File: src/verilog/autotest_pkg.sv
// ----------------------------------------
// autotest package
// record layout, field widths, signature,
// controller states and SD commands
// ----------------------------------------
package autotest_pkg;

  localparam int BYTE_W = 8;
  localparam int DATA_W = 128;
  localparam int ADDR_W = 32;
  localparam int IDX_W = 6;

  localparam int SIG_BYTES = 4;
  localparam int BLOCK_BYTES = 16;
  localparam int KEY_BYTES = 16;
  localparam logic [SIG_BYTES*BYTE_W-1:0] SIGNATURE = 32'hAABBCCDD;

  // byte offsets inside a record, fields stored msb first
  localparam int SIG_POS = 0;
  localparam int BLOCK_POS = SIG_POS + SIG_BYTES;
  localparam int KEY_POS = BLOCK_POS + BLOCK_BYTES;
  localparam int ENCDEC_POS = KEY_POS + KEY_BYTES;

  localparam int RECORD_BYTES = ENCDEC_POS + 1;
  localparam int RESULT_BYTES = DATA_W / BYTE_W;
  localparam int WRITE_BYTES = RECORD_BYTES + RESULT_BYTES;

  typedef enum logic [2:0] {
    S_IDLE, S_SD_RESET, S_READ_RECORD, S_CHECK_SIG,
    S_RUN_TEST, S_WRITE_RECORD, S_NEXT_BLOCK, S_HALT
  } ctrl_state_e;

  typedef enum logic [1:0] {
    SD_NONE, SD_RESET, SD_READ, SD_WRITE
  } sd_cmd_e;

endpackage

File: src/verilog/sd_byte_sequencer.sv
// ----------------------------------------
// SD byte sequencer
// busy handshake with the SPI SD host for
// card reset, record read and write-back
// ----------------------------------------
module sd_byte_sequencer (
  input  logic                              clk,
  input  logic                              rst,
  input  autotest_pkg::sd_cmd_e             cmd_i,
  output logic                              done_o,
  input  logic                              spi_busy_i,
  input  logic [autotest_pkg::BYTE_W-1:0]   spi_data_out_i,
  output logic                              spi_rst_o,
  output logic                              spi_r_block_o,
  output logic                              spi_r_byte_o,
  output logic                              spi_w_block_o,
  output logic                              spi_w_byte_o,
  output logic [autotest_pkg::BYTE_W-1:0]   spi_data_in_o,
  output logic                              byte_wr_o,
  output logic [autotest_pkg::IDX_W-1:0]    byte_idx_o,
  output logic [autotest_pkg::BYTE_W-1:0]   byte_data_o,
  input  logic [autotest_pkg::BYTE_W-1:0]   wr_data_i
);
  import autotest_pkg::*;

  typedef enum logic [2:0] {
    SQ_IDLE, SQ_CMD, SQ_CMD_WAIT, SQ_LOAD, SQ_BYTE, SQ_BYTE_WAIT, SQ_DONE
  } seq_state_e;

  seq_state_e       state;
  logic [IDX_W-1:0] cnt;
  logic [IDX_W-1:0] last_idx;
  logic             is_read;
  logic             is_write;
  logic             active;

  assign is_read = cmd_i == SD_READ;
  assign is_write = cmd_i == SD_WRITE;
  assign last_idx = is_read ? IDX_W'(RECORD_BYTES - 1) : IDX_W'(WRITE_BYTES - 1);

  always_ff @(posedge clk)
  begin
    if (rst)
    begin
      state <= SQ_IDLE;
      cnt <= '0;
    end
    else
    begin
      case (state)
        SQ_IDLE:
        begin
          cnt <= '0;
          if (cmd_i != SD_NONE)
            state <= SQ_CMD;
        end
        // strobe held until the host goes busy
        SQ_CMD:
          if (spi_busy_i)
            state <= SQ_CMD_WAIT;
        SQ_CMD_WAIT:
          if (!spi_busy_i)
            state <= (is_read || is_write) ? SQ_LOAD : SQ_DONE;
        SQ_LOAD:
          state <= SQ_BYTE;
        SQ_BYTE:
          if (spi_busy_i)
            state <= SQ_BYTE_WAIT;
        SQ_BYTE_WAIT:
          if (!spi_busy_i)
          begin
            if (cnt == last_idx)
              state <= SQ_DONE;
            else
            begin
              cnt <= cnt + 1'b1;
              state <= SQ_LOAD;
            end
          end
        default:
          state <= SQ_IDLE;
      endcase
    end
  end

  // write data follows the index, stable for the whole byte strobe
  always_ff @(posedge clk)
  begin
    if (state == SQ_LOAD)
      spi_data_in_o <= wr_data_i;
  end

  assign active = state inside {SQ_CMD, SQ_CMD_WAIT, SQ_LOAD, SQ_BYTE, SQ_BYTE_WAIT};

  assign spi_rst_o = (state == SQ_CMD) && (cmd_i == SD_RESET);
  assign spi_r_block_o = active && is_read;
  assign spi_w_block_o = active && is_write;
  assign spi_r_byte_o = (state == SQ_BYTE) && is_read;
  assign spi_w_byte_o = (state == SQ_BYTE) && is_write;

  // read byte valid when busy falls
  assign byte_wr_o = (state == SQ_BYTE_WAIT) && !spi_busy_i && is_read;
  assign byte_idx_o = cnt;
  assign byte_data_o = spi_data_out_i;
  assign done_o = state == SQ_DONE;

endmodule

File: src/verilog/record_store.sv
// ----------------------------------------
// record store
// record bytes, signature compare, UUT
// operands, result latch, write-back mux
// ----------------------------------------
module record_store (
  input  logic                              clk,
  input  logic                              rst,
  input  logic                              clear_i,
  input  logic                              byte_wr_i,
  input  logic [autotest_pkg::IDX_W-1:0]    byte_idx_i,
  input  logic [autotest_pkg::BYTE_W-1:0]   byte_data_i,
  input  logic                              capture_i,
  input  logic [autotest_pkg::DATA_W-1:0]   result_i,
  output logic                              sig_ok_o,
  output logic [autotest_pkg::DATA_W-1:0]   block_o,
  output logic [autotest_pkg::DATA_W-1:0]   key_o,
  output logic                              encdec_o,
  output logic [autotest_pkg::BYTE_W-1:0]   rd_data_o
);
  import autotest_pkg::*;

  logic [BYTE_W-1:0]           rec [RECORD_BYTES];
  logic [DATA_W-1:0]           result;
  logic [SIG_BYTES*BYTE_W-1:0] sig;
  logic [IDX_W-1:0]            res_idx;

  always_ff @(posedge clk)
  begin
    if (rst || clear_i)
    begin
      for (int i = 0; i < RECORD_BYTES; i++)
        rec[i] <= '0;
    end
    else if (byte_wr_i && (byte_idx_i < IDX_W'(RECORD_BYTES)))
      rec[byte_idx_i] <= byte_data_i;
  end

  always_ff @(posedge clk)
  begin
    if (capture_i)
      result <= result_i;
  end

  // first byte of each field is the most significant
  always_comb
  begin
    for (int i = 0; i < SIG_BYTES; i++)
      sig[BYTE_W*(SIG_BYTES-1-i) +: BYTE_W] = rec[SIG_POS+i];
    for (int i = 0; i < BLOCK_BYTES; i++)
      block_o[BYTE_W*(BLOCK_BYTES-1-i) +: BYTE_W] = rec[BLOCK_POS+i];
    for (int i = 0; i < KEY_BYTES; i++)
      key_o[BYTE_W*(KEY_BYTES-1-i) +: BYTE_W] = rec[KEY_POS+i];
  end

  assign encdec_o = rec[ENCDEC_POS][0];
  assign sig_ok_o = sig == SIGNATURE;

  // result goes out after the record, lsb first
  assign res_idx = byte_idx_i - IDX_W'(RECORD_BYTES);

  always_comb
  begin
    if (byte_idx_i < IDX_W'(RECORD_BYTES))
      rd_data_o = rec[byte_idx_i];
    else if (res_idx < IDX_W'(RESULT_BYTES))
      rd_data_o = result[BYTE_W*res_idx +: BYTE_W];
    else
      rd_data_o = '0;
  end

endmodule

File: src/verilog/autotest_ctrl.sv
// ----------------------------------------
// autotest controller
// per-block test FSM, UUT reset, timeout
// timer and SD block address counter
// ----------------------------------------
module autotest_ctrl #(
  parameter logic [31:0]                     TIMEOUT_CYCLES = 32'h6E00000,
  parameter logic [autotest_pkg::ADDR_W-1:0] BASE_BLOCK = 32'h00100000
) (
  input  logic                              clk,
  input  logic                              rst,
  output autotest_pkg::sd_cmd_e             cmd_o,
  input  logic                              seq_done_i,
  output logic                              clear_o,
  output logic                              capture_o,
  input  logic                              sig_ok_i,
  input  logic                              uut_done_i,
  output logic                              uut_rst_o,
  output logic [autotest_pkg::ADDR_W-1:0]   block_addr_o,
  output logic                              halted_o
);
  import autotest_pkg::*;

  ctrl_state_e       state;
  logic [31:0]       timer;
  logic [ADDR_W-1:0] block_addr;
  logic              test_end;

  // done from the UUT or timeout, whichever comes first
  assign test_end = (state == S_RUN_TEST) &&
                    (uut_done_i || (timer == TIMEOUT_CYCLES - 1));

  always_ff @(posedge clk)
  begin
    if (rst)
    begin
      state <= S_IDLE;
      timer <= '0;
      block_addr <= BASE_BLOCK;
    end
    else
    begin
      timer <= (state == S_RUN_TEST) ? timer + 1'b1 : '0;
      case (state)
        S_IDLE:
          state <= S_SD_RESET;
        S_SD_RESET:
          if (seq_done_i)
            state <= S_READ_RECORD;
        S_READ_RECORD:
          if (seq_done_i)
            state <= S_CHECK_SIG;
        S_CHECK_SIG:
          state <= sig_ok_i ? S_RUN_TEST : S_HALT;
        S_RUN_TEST:
          if (test_end)
            state <= S_WRITE_RECORD;
        S_WRITE_RECORD:
          if (seq_done_i)
            state <= S_NEXT_BLOCK;
        S_NEXT_BLOCK:
        begin
          block_addr <= block_addr + 1'b1;
          state <= S_SD_RESET;
        end
        // bad signature, wait for rst
        S_HALT:
          state <= S_HALT;
        default:
          state <= S_IDLE;
      endcase
    end
  end

  always_comb
  begin
    case (state)
      S_SD_RESET:     cmd_o = SD_RESET;
      S_READ_RECORD:  cmd_o = SD_READ;
      S_WRITE_RECORD: cmd_o = SD_WRITE;
      default:        cmd_o = SD_NONE;
    endcase
  end

  assign clear_o = state == S_IDLE;
  assign capture_o = test_end;
  assign uut_rst_o = state != S_RUN_TEST;
  assign halted_o = state == S_HALT;
  assign block_addr_o = block_addr;

endmodule

File: src/verilog/sd_autotest_top.sv
// ----------------------------------------
// SD autotest top level
// controller, SD byte sequencer and record
// store between the SD host and the UUT
// ----------------------------------------
module sd_autotest_top #(
  parameter logic [31:0]                     TIMEOUT_CYCLES = 32'h6E00000,
  parameter logic [autotest_pkg::ADDR_W-1:0] BASE_BLOCK = 32'h00100000
) (
  input  logic                              clk,
  input  logic                              rst,
  input  logic                              spi_busy_i,
  input  logic [autotest_pkg::BYTE_W-1:0]   spi_data_out_i,
  output logic                              spi_rst_o,
  output logic                              spi_r_block_o,
  output logic                              spi_r_byte_o,
  output logic                              spi_w_block_o,
  output logic                              spi_w_byte_o,
  output logic [autotest_pkg::BYTE_W-1:0]   spi_data_in_o,
  output logic [autotest_pkg::ADDR_W-1:0]   spi_block_addr_o,
  output logic                              uut_rst_o,
  output logic [autotest_pkg::DATA_W-1:0]   uut_block_o,
  output logic [autotest_pkg::DATA_W-1:0]   uut_key_o,
  output logic                              uut_encdec_o,
  input  logic [autotest_pkg::DATA_W-1:0]   uut_block_i,
  input  logic                              uut_done_i,
  output logic                              halted_o
);
  import autotest_pkg::*;

  sd_cmd_e          cmd;
  logic             seq_done;
  logic             clear;
  logic             capture;
  logic             sig_ok;
  logic             byte_wr;
  logic [IDX_W-1:0] byte_idx;
  logic [BYTE_W-1:0] byte_data;
  logic [BYTE_W-1:0] wr_data;

  autotest_ctrl #(
    .TIMEOUT_CYCLES(TIMEOUT_CYCLES),
    .BASE_BLOCK(BASE_BLOCK)
  ) ctrl_i (
    .clk(clk),
    .rst(rst),
    .cmd_o(cmd),
    .seq_done_i(seq_done),
    .clear_o(clear),
    .capture_o(capture),
    .sig_ok_i(sig_ok),
    .uut_done_i(uut_done_i),
    .uut_rst_o(uut_rst_o),
    .block_addr_o(spi_block_addr_o),
    .halted_o(halted_o)
  );

  sd_byte_sequencer seq_i (
    .clk(clk),
    .rst(rst),
    .cmd_i(cmd),
    .done_o(seq_done),
    .spi_busy_i(spi_busy_i),
    .spi_data_out_i(spi_data_out_i),
    .spi_rst_o(spi_rst_o),
    .spi_r_block_o(spi_r_block_o),
    .spi_r_byte_o(spi_r_byte_o),
    .spi_w_block_o(spi_w_block_o),
    .spi_w_byte_o(spi_w_byte_o),
    .spi_data_in_o(spi_data_in_o),
    .byte_wr_o(byte_wr),
    .byte_idx_o(byte_idx),
    .byte_data_o(byte_data),
    .wr_data_i(wr_data)
  );

  record_store store_i (
    .clk(clk),
    .rst(rst),
    .clear_i(clear),
    .byte_wr_i(byte_wr),
    .byte_idx_i(byte_idx),
    .byte_data_i(byte_data),
    .capture_i(capture),
    .result_i(uut_block_i),
    .sig_ok_o(sig_ok),
    .block_o(uut_block_o),
    .key_o(uut_key_o),
    .encdec_o(uut_encdec_o),
    .rd_data_o(wr_data)
  );

endmodule

File: config.mk
export PLATFORM = sky130hd
export DESIGN_NAME = sd_autotest_top
export DESIGN_NICKNAME = d
export VERILOG_FILES = /design/src/verilog/autotest_pkg.sv /design/src/verilog/sd_byte_sequencer.sv /design/src/verilog/record_store.sv /design/src/verilog/autotest_ctrl.sv /design/src/verilog/sd_autotest_top.sv
export SDC_FILE = /design/constraint.sdc
export NUM_CORES = 1
export LEC_CHECK = 0
export ABC_AREA = 1
export BUFFER_PORTS_ARGS = -buffer_cell sky130_fd_sc_hd__buf_4
export CAP_MARGIN = 20
export CELL_PAD_IN_SITES_DETAIL_PLACEMENT = 0
export CELL_PAD_IN_SITES_GLOBAL_PLACEMENT = 1
export CORE_MARGIN = 2
export CORE_UTILIZATION = 48
export DETAILED_ROUTE_END_ITERATION = 10
export GPL_TIMING_DRIVEN = 1
export PLACE_DENSITY_LB_ADDON = 0.05
export SLEW_MARGIN = 10
export SYNTH_ARGS = -nofsm -noshare
export SYNTH_HDL_FRONTEND = slang
export SYNTH_SLANG_ARGS = --single-unit
File: constraint.sdc
create_clock -name clk -period 11.4 [get_ports clk]
set_input_delay 1.14 -clock clk [delete_from_list [all_inputs] [get_ports clk]]
set_output_delay 1.14 -clock clk [all_outputs]
set_load 0.005 [all_outputs]
==> summary.txt <==
Clocking
  – CTS Buf Count: a little under 80
  – Post-CTS setup buffers: 0
  – Clk slew on worst S/H paths: around 0.060 ns
  – CTS Hold Buffers Added: 0
  – Htree depth: 3
  – Worst-Skew Late Latency: around 0.63 ns
  – CTS tree: built
  – Root Driver: clkbuf_16
  – Count of clock tree sinks: 730
  – CTS Buffer Depth: 3
  – Post-CTS resize count: 0

Synthesis
  – Most used DFF post-synth: edfxtp_1
  – Post-synth ARST share: 0%
  – Leading area contributor after synthesis: edfxtp_1
  – Synth area leaders: edfxtp_1 (61%), nand2_1 (10%), nand3_1 (7.5%), nor2_1 (5.3%), dfxtp_1 (5.1%)
  – Sequential area share after synthesis: between 60% and 70%
  – Distinct cells, synth: 43
  – Yosys Warn Count: 0
  – #FFs+latches synth: 730
  – Post-synth top area share: between 60% and 70%
  – Avg Cell Area, Syn: 10.00 sq um
  – Cells after Synth: ~3200
  – Number of synthesized flops with an enable pin: ~650
  – Cell Area, Synth: approximately 32000 sq um

Drt
  – WL/cell: about 22 um
  – WL final: roughly 100 mm
  – Initial DRC Count: 2681
  – # DRC: 0
  – Via count: ~26000
  – Drt via density: about 5.5
  – Drt pass-1 iters: 6
  – Post-DRT Antenna Nets: 0

Pwr
  – Sw Share: 29.67%
  – Internal power: between 5 and 6 mW
  – Power share of the clock group: approximately 32%
  – Logic gate share of total power: about a fifth
  – Reg power frac: between 40% and 50%
  – VDD IR max: 0.0001515 V
  – Leak: roughly 16 nW
  – P_sw: approximately 2.3 mW
  – PwrDens: 200.6 nW/um^2

Critical path
  – Crit-path max FO: between 60 and 70
  – Worst R2R Path Depth: 11
  – WP buf/inv: 2
  – Most used cell, CP: nand2_1
  – Worst path slowest cell: buf_4
  – Arrival time worst endpoint: about 4.1 ns
  – CP max stage delay: ~0.8 ns
  – Worst path cell trace: inv_4 > buf_4 > nand3_1 > nand3_1 > nand2_1 > nand2_1 > nand3_1 > nand3_1 > nand2_1 > nand2_1 > nand2_1
  – CP required: 11.77 ns
  – Reg-to-Reg End: seq_i.spi_data_in_o[1]$_DFFE_PP_
  – CP startpoint kind: register
  – Worst reg2reg setup slack: just under 8 ns
  – Crit Path Class: register to register
  – Critical Path Sink Type: register
  – Crit-path leading delay family: buffers and inverters

STA
  – Final period util: 32.63%
  – Final min period: approximately 3.7 ns
  – Setup TNS Final: 0 ns
  – Normalized max-slew margin: 21.95%
  – Final hold violations: 0
  – Worst slew pin tran: ~1.2 ns
  – Clock skew: ~0.029 ns
  – RSZ-0062 raised after global routing: false
  – Max Freq: approximately 270 MHz
  – Fin. max-slew vios: 0
  – Post-route setup slack: between 7 and 8 ns
  – Setup-failing EPs final: 0

Global route
  – Largest net degree at the start of global routing: just under 100
  – Grt total ovfl: 0
  – Initial antenna violation count: 9
  – Global-route wire length before repair: roughly 150 mm
  – Vias in the first global route: roughly 25000
  – GRT Util Overall: between 20 and 30%

Placement
  – DP Wirelength: approximately 72 mm
  – Routability cong.: 0.8990
  – Placement Setup Slack: approximately 7.5 ns
  – I/O Buffers: 443

Floorplan
  – Width of the die: 262.3 um
  – Die area: between 60000 and 70000 sq um
  – CORE AREA: 65860 sq um
  – Row count: 94
  – Die height: 262.3 um
  – Initial Utilization: 48.61%
  – Ports: ~440

Finish
  – Layout area overhead: 22.91%
  – Share of layout cells above drive strength 1: around 18%
  – Commonest non-fill, non-tap cells in the layout: nand2_1 (889), edfxtp_1 (648), nand3_1 (481)
  – Fin nets: 3913
  – Commonest non-fill, non-tap cell in the layout: nand2_1

Min path
  – HP Start: ctrl_i.timer[0]$_SDFF_PP0_
  – Min-Delay Path Depth: 1
  – Hold EP: ctrl_i.timer[0]$_SDFF_PP0_
  – Worst hold path type: register to register

Run
  – Total of max-cap violations: 0

Outcome
  – Status: complete, no violations
==> cell type report <==
cell class,instances,area [sq um]
Antenna cell,5,12.51
Clock buffer,94,2057
Clock inverter,45,485.5
Fill cell,5640,26510
Inverter,121,461.7
Multi-Input combinational cell,2371,10570
Sequential cell,730,21110
Tap cell,864,1081
Timing Repair Buffer,468,3576
==> worst max path at each step <==
stage,startpoint,to,slack (ns),cells after the start
after floorplan,uut_done_i,store_i.result[0]$_DFFE_PP_,3.37,2
after global placement,rst,store_i.rec[23][0]$_SDFFCE_PN0P_,7.54,9
after detailed placement,rst,store_i.rec[30][4]$_SDFFCE_PN0P_,7.49,9
after CTS,register,seq_i.spi_data_in_o[5]$_DFFE_PP_,7.75,11
after global routing,seq_i.byte_idx_o[0]$_SDFFE_PP0N_,seq_i.spi_data_in_o[6]$_DFFE_PP_,7.46,10
final,register,seq_i.spi_data_in_o[1]$_DFFE_PP_,7.68,11
==> through the flow <==
step | hold slack (ns) | instance area [sq um] | instances | util, % | power, mW
finish | 0.4540 | 39350 | 4698 | 59.75 | 7.894
global placement | 0.4282 | 36700 | 4549 | 55.72 | 5.340
floorplan | 0.4174 | 32730 | 3392 | - | 4.363
detailed placement | 0.4489 | 36780 | 4553 | 55.84 | 5.359
CTS | 0.4567 | 39320 | 4692 | 59.70 | 7.909
global route | 0.4681 | 39350 | 4698 | 59.75 | 8.192
==> synth_stat cells, types with 2 or more instances <==
| cell type | n |
|---|---|
| nand2_2 | 21 |
| o22ai_1 | 4 |
| clkinv_1 | 3 |
| nor4_1 | 2 |
| o211ai_1 | 2 |
| nand2_4 | 18 |
| buf_1 | 16 |
| inv_1 | 104 |
| o21a_1 | 3 |
| a31oi_1 | 3 |
| nand4_1 | 18 |
| nor3_2 | 2 |
| o221ai_1 | 29 |
| dfxtp_1 | 82 |
| ha_1 | 4 |
| and3_1 | 2 |
| a21oi_1 | 57 |
| nor3_1 | 51 |
| edfxtp_1 | 648 |
| nor2_8 | 5 |
| or2_2 | 7 |
| nor3b_1 | 7 |
| nor2_4 | 2 |
| nor2_2 | 4 |
| buf_2 | 18 |
| xnor2_1 | 5 |
| nand3b_1 | 6 |
| inv_2 | 14 |
| xor2_1 | 6 |
| o21ai_0 | 92 |
| nand2_1 | 889 |
| nand3_1 | 481 |
| nor2_1 | 451 |
| clkbuf_1 | 136 |
==> kinds of logic (layout without fill, tap and decap cells) <==
logic type	Yosys count	after routing	synth area share [%]
XOR/XNOR	11	11	0.3009
AND/OR/NAND/NOR	1969	1969	26.61
AO/OA/AOI/OAI	195	195	3.537
buffers and inverters	291	728	3.482
flip-flops	730	730	65.90
adder cells (fa/ha/maj)	4	4	0.1563
other	1	197	0.01171
==> metal layers <==
metal	part of all wire, %	track usage (%)	up-vias
li1	-	-	11910
met1	39	38.74	12350
met2	47	47.78	1267
met3	10	7.941	217
met4	3.5	10.84	4
met5	0.022	0	-
==> sequential cells by signal (all words and copies together) (netlist names), named ones only <==
name and cells:
ctrl_i.timer 32, seq_i.byte_idx_o 6, seq_i.state 3, ctrl_i.state 2, seq_i.spi_data_in_o 8, store_i.result 128
store_i.rec 512, ctrl_i.block_addr_o 32
==> worst reg2reg max path: stages, from the launching register on <==
cell	delay [ns]
dfxtp_4	0.58
inv_4	0.72
buf_4	0.86
nand3_1	0.21
nand3_1	0.20
nand2_1	0.11
nand2_1	0.08
nand3_1	0.17
nand3_1	0.13
nand2_1	0.13
nand2_1	0.20
nand2_1	0.07
==> power groups by stage <==
| stage | clock network, mW | registers (mW) | logic [mW] |
|---|---|---|---|
| 4_1_cts | 2.59 | 3.78 | 1.54 |
| 2_1_floorplan | 0 | 3.69 | 0.675 |
| 5_1_grt | 2.70 | 3.81 | 1.67 |
| 6_report | 2.56 | 3.79 | 1.55 |
| 3_5_place_dp | 0 | 3.83 | 1.53 |
| 3_3_place_gp | 0 | 3.84 | 1.51 |
Power figures use the tool's default switching activity.
